`config.mk`:
```
export PLATFORM = sky130hd
export DESIGN_NAME = rv_exec_core
export DESIGN_NICKNAME = d
export VERILOG_FILES = /design/src/rv_exec_pkg.sv /design/src/radix2_divider.sv /design/src/int_reg_file.sv /design/src/inst_decoder.sv /design/src/uop_queue.sv /design/src/exec_unit.sv /design/src/rv_exec_core.sv
export SDC_FILE = /design/constraint.sdc
export NUM_CORES = 2
export LEC_CHECK = 0
export BUFFER_PORTS_ARGS = -buffer_cell sky130_fd_sc_hd__buf_4
export CAP_MARGIN = 20
export CORE_MARGIN = 10
export CORE_UTILIZATION = 40
export CTS_BUF_LIST = sky130_fd_sc_hd__clkbuf_4 sky130_fd_sc_hd__clkbuf_8
export DETAILED_ROUTE_END_ITERATION = 10
export HOLD_SLACK_MARGIN = 0.05
export PLACE_DENSITY = 0.6
export SLEW_MARGIN = 10
export SYNTH_ARGS = -nofsm -noshare
export SYNTH_HDL_FRONTEND = slang
export SYNTH_SLANG_ARGS = --single-unit
```
`constraint.sdc`:
```
create_clock -name clk -period 8.19 [get_ports clk]
set_clock_uncertainty 0.1 [all_clocks]
set_input_delay 2.0475 -clock clk [delete_from_list [all_inputs] [get_ports clk]]
set_output_delay 2.0475 -clock clk [all_outputs]
set_load 0.05 [all_outputs]
```
`src/rv_exec_pkg.sv`:
```
/*
 * rv_exec_pkg
 * Widths, opcodes, operation codes and the micro-op and retire
 * structs shared by the integer execute path.
 */
package rv_exec_pkg;

    // ----------------------------------------
    // widths and sizes
    // ----------------------------------------
    localparam int XLEN        = 32;
    localparam int REG_ADDR_W  = 5;
    localparam int NUM_REGS    = 2 ** REG_ADDR_W;
    localparam int QUEUE_DEPTH = 4;
    localparam int QUEUE_PTR_W = $clog2(QUEUE_DEPTH);
    localparam int QUEUE_CNT_W = $clog2(QUEUE_DEPTH + 1);
    localparam int DIV_CYCLES  = 32;
    localparam int DIV_CNT_W   = $clog2(DIV_CYCLES + 1);

    typedef logic [XLEN-1:0]       word_t;
    typedef logic [REG_ADDR_W-1:0] reg_addr_t;

    // ----------------------------------------
    // instruction fields
    // ----------------------------------------
    localparam logic [6:0] OPC_OP     = 7'b0110011;
    localparam logic [6:0] OPC_OP_IMM = 7'b0010011;
    localparam logic [6:0] OPC_LUI    = 7'b0110111;

    localparam logic [6:0] F7_BASE    = 7'b0000000;
    localparam logic [6:0] F7_ALT     = 7'b0100000;
    localparam logic [6:0] F7_MULDIV  = 7'b0000001;

    // ----------------------------------------
    // operation codes
    // ----------------------------------------
    typedef enum logic [3:0] {
        ALU_ADD, ALU_SUB, ALU_SLL, ALU_SLT, ALU_SLTU, ALU_XOR, ALU_SRL, ALU_SRA,
        ALU_OR, ALU_AND, ALU_LUI, ALU_DIV, ALU_DIVU, ALU_REM, ALU_REMU, ALU_NOP
    } alu_op_e;

    typedef enum logic {
        SRC2_REG,
        SRC2_IMM
    } src2_sel_e;

    // same order as funct3[1:0] of the divide group
    typedef enum logic [1:0] {
        DOP_DIV, DOP_DIVU, DOP_REM, DOP_REMU
    } div_op_e;

    typedef struct packed {
        alu_op_e   op;
        src2_sel_e src2_sel;
        reg_addr_t rs1;
        reg_addr_t rs2;
        reg_addr_t rd;
        word_t     imm;
    } uop_t;

    typedef struct packed {
        logic      valid;
        reg_addr_t rd;
        word_t     data;
    } retire_t;

endpackage

```
`src/radix2_divider.sv`:
```
/*
 * radix2_divider
 * Restoring shift-subtract divider on operand magnitudes, one
 * quotient bit per cycle, with RISC-V sign and corner handling.
 */
`timescale 1ns/1ps

module radix2_divider
    import rv_exec_pkg::*;
(
    input  logic    clk,
    input  logic    reset_i,
    input  logic    start_i,
    input  div_op_e op_i,
    input  word_t   dividend_i,
    input  word_t   divisor_i,
    output logic    done_o,
    output word_t   result_o
);

    logic                 busy;
    logic [DIV_CNT_W-1:0] cnt;
    word_t                rem_q;
    word_t                quo_q;
    word_t                dvs_q;
    logic                 neg_quo;
    logic                 neg_rem;
    logic                 want_rem;
    logic                 dvs_zero;
    logic                 sgn;
    word_t                mag_a;
    word_t                mag_b;
    logic [XLEN:0]        shifted;
    logic [XLEN:0]        trial;
    word_t                rem_nxt;
    word_t                quo_nxt;

    assign sgn   = (op_i == DOP_DIV) || (op_i == DOP_REM);
    assign mag_a = (sgn && dividend_i[XLEN-1]) ? -dividend_i : dividend_i;
    assign mag_b = (sgn && divisor_i[XLEN-1]) ? -divisor_i : divisor_i;

    // one restoring step
    always_comb begin
        shifted = {rem_q, quo_q[XLEN-1]};
        trial   = shifted - {1'b0, dvs_q};
        rem_nxt = trial[XLEN] ? shifted[XLEN-1:0] : trial[XLEN-1:0];
        quo_nxt = {quo_q[XLEN-2:0], ~trial[XLEN]};
    end

    always_ff @(posedge clk) begin
        if (reset_i) begin
            busy   <= 1'b0;
            cnt    <= '0;
            done_o <= 1'b0;
        end else begin
            done_o <= 1'b0;
            if (start_i) begin
                busy <= 1'b1;
                cnt  <= DIV_CNT_W'(DIV_CYCLES);
            end else if (busy) begin
                cnt <= cnt - 1'b1;
                if (cnt == DIV_CNT_W'(1)) begin
                    busy   <= 1'b0;
                    done_o <= 1'b1;
                end
            end
        end
    end

    // min / -1 needs no fix, the magnitude quotient negates back to the dividend
    always_ff @(posedge clk) begin
        if (start_i) begin
            rem_q    <= '0;
            quo_q    <= mag_a;
            dvs_q    <= mag_b;
            neg_quo  <= sgn && (dividend_i[XLEN-1] ^ divisor_i[XLEN-1]);
            neg_rem  <= sgn && dividend_i[XLEN-1];
            want_rem <= (op_i == DOP_REM) || (op_i == DOP_REMU);
            dvs_zero <= (divisor_i == '0);
        end else if (busy) begin
            rem_q <= rem_nxt;
            quo_q <= quo_nxt;
            if (cnt == DIV_CNT_W'(1)) begin
                if (want_rem) result_o <= neg_rem ? -rem_nxt : rem_nxt;
                else if (dvs_zero) result_o <= '1;
                else result_o <= neg_quo ? -quo_nxt : quo_nxt;
            end
        end
    end

endmodule

```
`src/int_reg_file.sv`:
```
/*
 * int_reg_file
 * 32 x XLEN integer registers, x0 reads as zero.
 * Two operand read ports and one debug read port.
 */
`timescale 1ns/1ps

module int_reg_file
    import rv_exec_pkg::*;
(
    input  logic      clk,
    input  logic      reset_i,
    input  reg_addr_t rs1_addr_i,
    input  reg_addr_t rs2_addr_i,
    input  reg_addr_t dbg_addr_i,
    output word_t     rs1_data_o,
    output word_t     rs2_data_o,
    output word_t     dbg_data_o,
    input  logic      wr_en_i,
    input  reg_addr_t wr_addr_i,
    input  word_t     wr_data_i
);

    word_t regs [1:NUM_REGS-1];

    function automatic word_t rd_port(input reg_addr_t addr);
        return (addr == '0) ? '0 : regs[addr];
    endfunction

    assign rs1_data_o = rd_port(rs1_addr_i);
    assign rs2_data_o = rd_port(rs2_addr_i);
    assign dbg_data_o = rd_port(dbg_addr_i);

    always_ff @(posedge clk) begin
        if (reset_i) begin
            for (int i = 1; i < NUM_REGS; i++) begin
                regs[i] <= '0;
            end
        end else if (wr_en_i && wr_addr_i != '0) begin
            regs[wr_addr_i] <= wr_data_i;
        end
    end

endmodule

```
`src/inst_decoder.sv`:
```
/*
 * inst_decoder
 * Turns RV32I/M instruction words into micro-ops, registered
 * together with the push strobe. Unsupported words become NOPs.
 */
`timescale 1ns/1ps

module inst_decoder
    import rv_exec_pkg::*;
(
    input  logic  clk,
    input  logic  reset_i,
    input  logic  inst_valid_i,
    input  word_t inst_i,
    output logic  push_o,
    output uop_t  uop_o
);

    logic [6:0] opcode;
    logic [2:0] funct3;
    logic [6:0] funct7;
    uop_t       dec_uop;

    assign opcode = inst_i[6:0];
    assign funct3 = inst_i[14:12];
    assign funct7 = inst_i[31:25];

    // shared by OP and OP-IMM, alt selects sub / sra
    function automatic alu_op_e base_op(input logic [2:0] f3, input logic alt);
        case (f3)
            3'b000:  return alt ? ALU_SUB : ALU_ADD;
            3'b001:  return ALU_SLL;
            3'b010:  return ALU_SLT;
            3'b011:  return ALU_SLTU;
            3'b100:  return ALU_XOR;
            3'b101:  return alt ? ALU_SRA : ALU_SRL;
            3'b110:  return ALU_OR;
            default: return ALU_AND;
        endcase
    endfunction

    always_comb begin
        dec_uop          = '0;
        dec_uop.op       = ALU_NOP;
        dec_uop.src2_sel = SRC2_REG;
        dec_uop.rs1      = inst_i[19:15];
        dec_uop.rs2      = inst_i[24:20];
        dec_uop.rd       = inst_i[11:7];
        dec_uop.imm      = {{(XLEN-12){inst_i[31]}}, inst_i[31:20]};

        case (opcode)
            OPC_OP: begin
                if (funct7 == F7_BASE) begin
                    dec_uop.op = base_op(funct3, 1'b0);
                end else if (funct7 == F7_ALT && (funct3 == 3'b000 || funct3 == 3'b101)) begin
                    dec_uop.op = base_op(funct3, 1'b1);
                end else if (funct7 == F7_MULDIV && funct3[2]) begin
                    // div divu rem remu, multiply stays a nop
                    dec_uop.op = alu_op_e'(ALU_DIV + funct3[1:0]);
                end
            end
            OPC_OP_IMM: begin
                dec_uop.src2_sel = SRC2_IMM;
                if (funct3 == 3'b001) begin
                    if (funct7 == F7_BASE) dec_uop.op = ALU_SLL;
                end else if (funct3 == 3'b101) begin
                    if (funct7 == F7_BASE || funct7 == F7_ALT) begin
                        dec_uop.op = base_op(funct3, funct7 == F7_ALT);
                    end
                end else begin
                    dec_uop.op = base_op(funct3, 1'b0);
                end
            end
            OPC_LUI: begin
                dec_uop.op       = ALU_LUI;
                dec_uop.src2_sel = SRC2_IMM;
                dec_uop.rs1      = '0;
                dec_uop.imm      = {inst_i[31:12], 12'b0};
            end
            default: ;
        endcase

        if (dec_uop.op == ALU_NOP) begin
            dec_uop.rd = '0;
        end
    end

    always_ff @(posedge clk) begin
        if (reset_i) begin
            push_o <= 1'b0;
        end else begin
            push_o <= inst_valid_i;
        end
    end

    always_ff @(posedge clk) begin
        if (inst_valid_i) begin
            uop_o <= dec_uop;
        end
    end

endmodule

```
`src/uop_queue.sv`:
```
/*
 * uop_queue
 * Circular FIFO of micro-ops. Each pop returns one credit to
 * the instruction source one cycle later.
 */
`timescale 1ns/1ps

module uop_queue
    import rv_exec_pkg::*;
(
    input  logic clk,
    input  logic reset_i,
    input  logic push_i,
    input  uop_t uop_i,
    input  logic pop_i,
    output uop_t head_o,
    output logic not_empty_o,
    output logic credit_o
);

    uop_t                   mem [QUEUE_DEPTH];
    logic [QUEUE_PTR_W-1:0] wr_ptr;
    logic [QUEUE_PTR_W-1:0] rd_ptr;
    logic [QUEUE_CNT_W-1:0] count;

    function automatic logic [QUEUE_PTR_W-1:0] ptr_inc(input logic [QUEUE_PTR_W-1:0] p);
        return (p == QUEUE_PTR_W'(QUEUE_DEPTH - 1)) ? '0 : p + 1'b1;
    endfunction

    assign head_o      = mem[rd_ptr];
    assign not_empty_o = (count != '0);

    always_ff @(posedge clk) begin
        if (reset_i) begin
            wr_ptr   <= '0;
            rd_ptr   <= '0;
            count    <= '0;
            credit_o <= 1'b0;
        end else begin
            credit_o <= pop_i;
            if (push_i) wr_ptr <= ptr_inc(wr_ptr);
            if (pop_i) rd_ptr <= ptr_inc(rd_ptr);
            case ({push_i, pop_i})
                2'b10:   count <= count + 1'b1;
                2'b01:   count <= count - 1'b1;
                default: ;
            endcase
        end
    end

    // storage, no reset
    always_ff @(posedge clk) begin
        if (push_i) begin
            mem[wr_ptr] <= uop_i;
        end
    end

endmodule

```
`src/exec_unit.sv`:
```
/*
 * exec_unit
 * Pops one micro-op at a time, runs it on the ALU or the divider,
 * writes the register file and produces the retire record.
 */
`timescale 1ns/1ps

module exec_unit
    import rv_exec_pkg::*;
(
    input  logic      clk,
    input  logic      reset_i,
    input  uop_t      head_i,
    input  logic      not_empty_i,
    output logic      pop_o,
    output reg_addr_t rs1_addr_o,
    output reg_addr_t rs2_addr_o,
    input  word_t     rs1_data_i,
    input  word_t     rs2_data_i,
    output logic      wr_en_o,
    output reg_addr_t wr_addr_o,
    output word_t     wr_data_o,
    output retire_t   retire_o
);

    typedef enum logic [1:0] {ST_IDLE, ST_ALU, ST_DIV_WAIT} state_e;

    state_e    state;
    alu_op_e   op_q;
    reg_addr_t rd_q;
    word_t     opa_q;
    word_t     opb_q;
    logic      div_start;
    div_op_e   div_op;
    logic      div_done;
    word_t     div_result;
    word_t     alu_result;
    word_t     result;
    logic      finish;
    logic      head_is_div;

    assign rs1_addr_o  = head_i.rs1;
    assign rs2_addr_o  = head_i.rs2;
    assign pop_o       = (state == ST_IDLE) && not_empty_i;
    assign head_is_div = head_i.op inside {ALU_DIV, ALU_DIVU, ALU_REM, ALU_REMU};

    // ----------------------------------------
    // sequencer
    // ----------------------------------------
    always_ff @(posedge clk) begin
        if (reset_i) begin
            state     <= ST_IDLE;
            div_start <= 1'b0;
        end else begin
            div_start <= 1'b0;
            case (state)
                ST_IDLE: begin
                    if (pop_o) begin
                        state     <= head_is_div ? ST_DIV_WAIT : ST_ALU;
                        div_start <= head_is_div;
                    end
                end
                ST_ALU:      state <= ST_IDLE;
                ST_DIV_WAIT: if (div_done) state <= ST_IDLE;
                default:     state <= ST_IDLE;
            endcase
        end
    end

    // operands latched at pop
    always_ff @(posedge clk) begin
        if (pop_o) begin
            op_q  <= head_i.op;
            rd_q  <= head_i.rd;
            opa_q <= rs1_data_i;
            opb_q <= (head_i.src2_sel == SRC2_IMM) ? head_i.imm : rs2_data_i;
        end
    end

    // ----------------------------------------
    // alu
    // ----------------------------------------
    always_comb begin
        case (op_q)
            ALU_ADD:  alu_result = opa_q + opb_q;
            ALU_SUB:  alu_result = opa_q - opb_q;
            ALU_SLL:  alu_result = opa_q << opb_q[4:0];
            ALU_SLT:  alu_result = word_t'($signed(opa_q) < $signed(opb_q));
            ALU_SLTU: alu_result = word_t'(opa_q < opb_q);
            ALU_XOR:  alu_result = opa_q ^ opb_q;
            ALU_SRL:  alu_result = opa_q >> opb_q[4:0];
            ALU_SRA:  alu_result = word_t'($signed(opa_q) >>> opb_q[4:0]);
            ALU_OR:   alu_result = opa_q | opb_q;
            ALU_AND:  alu_result = opa_q & opb_q;
            ALU_LUI:  alu_result = opb_q;
            default:  alu_result = '0;
        endcase
    end

    always_comb begin
        case (op_q)
            ALU_DIVU: div_op = DOP_DIVU;
            ALU_REM:  div_op = DOP_REM;
            ALU_REMU: div_op = DOP_REMU;
            default:  div_op = DOP_DIV;
        endcase
    end

    radix2_divider u_radix2_divider_0 (
        .clk        (clk),
        .reset_i    (reset_i),
        .start_i    (div_start),
        .op_i       (div_op),
        .dividend_i (opa_q),
        .divisor_i  (opb_q),
        .done_o     (div_done),
        .result_o   (div_result)
    );

    // ----------------------------------------
    // write back and retire
    // ----------------------------------------
    assign finish    = (state == ST_ALU) || (state == ST_DIV_WAIT && div_done);
    assign result    = (state == ST_DIV_WAIT) ? div_result : alu_result;
    assign wr_en_o   = finish && (rd_q != '0);
    assign wr_addr_o = rd_q;
    assign wr_data_o = result;

    always_ff @(posedge clk) begin
        if (reset_i) begin
            retire_o.valid <= 1'b0;
        end else begin
            retire_o.valid <= finish;
            if (finish) begin
                retire_o.rd   <= rd_q;
                // x0 target reports zero
                retire_o.data <= (rd_q == '0) ? '0 : result;
            end
        end
    end

endmodule

```
`src/rv_exec_core.sv`:
```
/*
 * rv_exec_core
 * Integer execute path: decoder, micro-op queue, execute unit
 * and register file, fed through a credit-based input.
 */
`timescale 1ns/1ps

module rv_exec_core
    import rv_exec_pkg::*;
(
    input  logic      clk,
    input  logic      reset_i,
    input  logic      inst_valid_i,
    input  word_t     inst_i,
    output logic      inst_credit_o,
    output retire_t   retire_o,
    input  reg_addr_t dbg_addr_i,
    output word_t     dbg_data_o
);

    logic      push;
    uop_t      dec_uop;
    logic      pop;
    uop_t      head_uop;
    logic      not_empty;
    reg_addr_t rs1_addr;
    reg_addr_t rs2_addr;
    word_t     rs1_data;
    word_t     rs2_data;
    logic      wr_en;
    reg_addr_t wr_addr;
    word_t     wr_data;

    inst_decoder u_inst_decoder_0 (
        .clk          (clk),
        .reset_i      (reset_i),
        .inst_valid_i (inst_valid_i),
        .inst_i       (inst_i),
        .push_o       (push),
        .uop_o        (dec_uop)
    );

    uop_queue u_uop_queue_0 (
        .clk         (clk),
        .reset_i     (reset_i),
        .push_i      (push),
        .uop_i       (dec_uop),
        .pop_i       (pop),
        .head_o      (head_uop),
        .not_empty_o (not_empty),
        .credit_o    (inst_credit_o)
    );

    exec_unit u_exec_unit_0 (
        .clk         (clk),
        .reset_i     (reset_i),
        .head_i      (head_uop),
        .not_empty_i (not_empty),
        .pop_o       (pop),
        .rs1_addr_o  (rs1_addr),
        .rs2_addr_o  (rs2_addr),
        .rs1_data_i  (rs1_data),
        .rs2_data_i  (rs2_data),
        .wr_en_o     (wr_en),
        .wr_addr_o   (wr_addr),
        .wr_data_o   (wr_data),
        .retire_o    (retire_o)
    );

    int_reg_file u_int_reg_file_0 (
        .clk        (clk),
        .reset_i    (reset_i),
        .rs1_addr_i (rs1_addr),
        .rs2_addr_i (rs2_addr),
        .dbg_addr_i (dbg_addr_i),
        .rs1_data_o (rs1_data),
        .rs2_data_o (rs2_data),
        .dbg_data_o (dbg_data_o),
        .wr_en_i    (wr_en),
        .wr_addr_i  (wr_addr),
        .wr_data_i  (wr_data)
    );

endmodule

```
# == Word-level counts from Yosys, hierarchy flattened ==
# Memory sizes are Yosys's and may differ from the RTL's. A register that Yosys moved wholly into a read port is not among the register bits.
# Index checks and enable logic that the tools add are counted.
# op_classes
addsub,13
order_cmp,2
eq_ne,40
n_shift,3
n_mux,54
bitwise_logic,10
reduce_logical,37
# ops
op,count
$mux W32,14
$pmux W32 S11,1
$neg A32 Y32,4
$lt A32 B32 Y1,2
$pmux W4 S7,2
$eq A4 B4 Y1 const B,11
$sub A33 B32 Y33,1
$add A32 B32 Y32,1
$and A32 B32 Y32,1
$logic_not A32 Y1,1
$or A32 B32 Y32,1
$reduce_or A32 Y1,1
$shl A32 B5 Y32,1
$shr A32 B5 Y32,1
$sshr A32 B5 Y32,1
$sub A32 B32 Y32,1
$xor A32 B32 Y32,1
$mux W31,1
$mux W4,7
$eq A7 B6 Y1 const B,3
$logic_not A5 Y1,4
$pmux W4 S5,1
$eq A4 B3 Y1 const B,4
$mux W1,14
other kinds (39),80
# word_totals
reg_bits,283
mem_bits_rw,1200
in_bits,40
out_inout_bits,71
mem_count,2
# mem_list
memory,words,width,rd,rd_clocked_by_memory_dff,wr,line_no,text
u_int_reg_file_0.regs,31,32,3,1,31,int_reg_file.sv:24,word_t regs [1:NUM_REGS-1];
u_uop_queue_0.mem,4,52,1,1,1,uop_queue.sv:21,uop_t mem [QUEUE_DEPTH];

# == Depth between registers and ports, before layout ==
# depth
ltp_word,10
mapped_depth,25
ltp_nobuf,23

# == Modules after synthesis ==
# Synthesis repeated with hierarchy kept, for this count alone.
# unflattened
hier_cells,7746
area_unflattened_um2,98230.5
# modules_own_cells
mod,instances,cells_per_inst,area_per_inst_um2,seq_area_each_um2
int_reg_file,1,4323,62607.5,30749.5
exec_unit,1,1691,14425.1,3383.2
radix2_divider,1,1232,10712.8,3803.6
uop_queue,1,318,8025.2,6446.2
inst_decoder,1,182,2459.9,1581.5

# == Worst setup path after synthesis ==
# No wires, ideal clock.
# synth_path
path_type,input-to-output
startpoint,input port dbg_addr_i[0]
endpoint,output port dbg_data_o[10]
t_arrival_ns,4.579
path_slack_ns,1.464
stages,7
path_buffers,3
cell_sequence,clkbuf_1 -> buf_1 -> buf_1 -> mux4_2 -> mux4_2 -> mux2i_1 -> nor2_1
# synth_via
elab_chain_len,2
word_cells_on_any_way,3
classes_between,mux (1); reduce/logical (1); memory (1)
# synth_rtl
item,line_no,text
start: declaration,rv_exec_core.sv:17,"input reg_addr_t dbg_addr_i,"
$mem_v2 Z31 W32 / $logic_not A5 Y1 (equally long branches),-,
$mux W32 (*),int_reg_file.sv:27,return (addr == '0) ? '0 : regs[addr];
end: declaration,rv_exec_core.sv:18,output word_t dbg_data_o
# Every way passes the cells marked *; elsewhere a longest branch is shown, timed or not.

# == Final worst setup path ==
# layout_path
startpoint,input port dbg_addr_i[1]
endpoint,output port dbg_data_o[5]
# Same word-level chain as after synthesis.

==> impl_metrics.toml <==
[pwr]
power_leakage_nw = 35.9
finalPower_mw = 40.9
worst_ir_drop_vdd_mv = 0.354
powerDensity_nw_per_um2 = 393
swShare = 0.477
p_int_mw = 21.4
pwr-share-seq = 0.269
p_clk_frac = 0.182
netSwitchingPower_mw = 19.5
pwr-share-comb = 0.549

[grt]
grt_pass1_wl_um = 513000
groute.usage.overall = 0.277
grt_pass1_vias = 68700
antenna_found_initial = 20
overflow = 0
grt_max_degree = 97

[worst_setup_path]
cp_cell_sequence = "buf_8 -> buf_4 -> mux4_2 -> mux4_2 -> mux2i_1 -> buf_4 -> nor2_1 -> buf_4"
cpMostUsedCell = "buf_4"
worstPathArrival_ps = 5260
critPathCaptureType = "primary output"
cpMaxStageDelayCell = "buf_8"
crit_type = "input port to primary output"
cp_max_fo = 96
slowest_delay_ps = 560
critPathRequiredTime_ps = 6040
start_kind = "input port"

[route]
vias = 69800
totalWireLength_um = 364000
avgViaCountPerCell = 6.73
drc = 0
firstDrtPassIters = 8
wire_per_inst_um = 35.1
drt_iter0_markers = 11400
drtAntennaViolNets = 0

[synthesis]
synth_area_per_cell_sq_um = 13.3
synth_top_flop_cell = "edfxtp_1"
syn_area_sq_um = 93600
yosys.area.top_type_share = 0.479
synth_cell_types = 115
synth_area_leaders = "edfxtp_1 48%, mux4_2 24%, nor2_1 4.9%"
yosys_register_bits = 1549
synthMostInstantiatedCell = "edfxtp_1"
synth-edff-count = 1494
synth_top_cell_by_area = "edfxtp_1"
synth_commonest_cells = "1494 x edfxtp_1, 1227 x nor2_1, 1004 x mux4_2"
synth_warnings = 0
yosysSeqAreaShare = 0.491
netlist_instances = 7048
ys_async_sr_fraction = 0

[clocking]
cts_root_buf = "clkbuf_8"
post-cts-setup-buffers = 0
clkSinkCount = 1549
clock_latency_ps = 1090
clk_path_buf_depth = 4
hold_buffers = 0
numCtsBuffers = 294
cts.htree.levels = 5
cts.clk_slew.worst_paths_ps = 60
post_cts_resized = 0
cts_tree = "built"

[hold_path]
hold_class = "flip-flop to flip-flop"

[timing]
final.min_clock_period_ps = 7410
rsz0062_at_grt = "no"
tightest_slew_ps = 1250
fmax_mhz = 135
maxSlewViolCount = 0
setup_viol = 0
period_share = 0.905
relSlewSlack = 0.145
hold_violations = 0
setup_tns_ps = 0

[placed_design]
hpwl_um = 222000
gp_congestion = 0.962
port_buffers = 110

[die]
core_area_sq_um = 233000
die_y_um = 504
pin_count = 111
start_util = 0.402
die-area_sq_um = 254000
rows = 177
fp.dieW_um = 504

[finish]
nNetsFinal = 7229
fillerInstances = 20800
fin_util = 0.447
drive_above_1_share = 0.272
syn2layout_area_growth_pct = 11.0

[run_status]
status = "finished clean"

[run]
cap_violations = 0
## stage by stage
stage               cells  setup WS, ps  area [sq um]  hold WS (ps)
floorplan            7079          1460         93700           354
global placement     9869          1010         98300           360
detailed placement   9871           955         98300           372
CTS                 10400           959        104000           321
global route        10400           802        104000           333
finish              10400           782        104000           318
## sequential cells by signal, indices dropped and copies added, names as in the netlist, 38 cells and up, named ones only
signal / count
u_exec_unit_0.retire_o: 38
u_inst_decoder_0.uop_o: 52
u_int_reg_file_0.regs: 1024
u_uop_queue_0.mem: 208
## routing by layer
layer  track usage  vias to the layer above  part of all wire
met5             0                        -           0.00023
met4         0.162                       12             0.068
met3        0.0932                     1212              0.14
met2         0.413                     5537              0.44
met1         0.350                    35400              0.35
li1              -                    27700                 -
## critical path, delay by kind of cell
kind / cells / cell delay [ps]
buf+inv: 4 / 1500
mux: 3 / 1400
simple gates: 1 / 50
## area by class of cell
class	count	area, sq um	share of cell area
Timing Repair Buffer	341	2880	0.0277
Tap cell	3132	3920	0.0377
Sequential cell	1549	46000	0.442
Clock inverter	110	759	0.00731
Antenna cell	7	17.5	0.000169
Inverter	219	825	0.00793
Multi-Input combinational cell	4634	44800	0.431
Clock buffer	384	4760	0.0458
## cells in the final DEF, fill, tap and decap left out, types with 42 or more instances in the layout
master	instances
and3_1	42
clkinv_1	64
ha_1	146
a221oi_1	59
o211ai_1	55
o21ai_0	179
xor2_1	48
nand3_1	42
buf_4	311
a21o_1	56
nor2_1	1221
clkbuf_4	85
a21oi_1	226
nand2_1	199
clkbuf_8	300
a211oi_1	45
xnor2_1	106
mux4_2	996
nor3_1	194
mux2i_1	191
o22ai_1	51
dfxtp_1	51
inv_1	214
a22oi_1	86
edfxtp_1	1494
## worst paths after layout
path,startpoint,end,slack [ps],cells past startpoint
worst max-delay path,dbg_addr_i[1],dbg_data_o[5],780,8
worst min-delay path,u_inst_decoder_0.uop_o[43],u_uop_queue_0.mem[1][43],320,0
worst max register to register,u_exec_unit_0.opa_q[17],u_exec_unit_0.retire_o[26],2330,13
worst min register to register,u_inst_decoder_0.uop_o[43],u_uop_queue_0.mem[1][43],320,0
## logic make-up after synthesis
kind of cell | Yosys count | share of synthesized area
AOI/OAI and AO/OA | 1075 | 0.0788
xor gates and xnor gates | 154 | 0.0144
DFF | 1549 | 0.491
and+or+nand+nor | 2011 | 0.0939
muxes | 1212 | 0.264
other | 1 | 0.0000401
buffers and inverters | 896 | 0.0374
adders and majority gates | 150 | 0.0204
## power by group through the flow
stage	combinational [mW]	sequential (mW)	clock, mW
2_1_floorplan	14.1	10.7	0
3_3_place_gp	21.5	11.0	0
3_5_place_dp	21.7	11.1	0
4_1_cts	21.8	10.9	7.54
5_1_grt	23.5	11.0	7.91
6_report	22.5	11.0	7.45
Note: power is estimated with default switching activity, not from simulation.
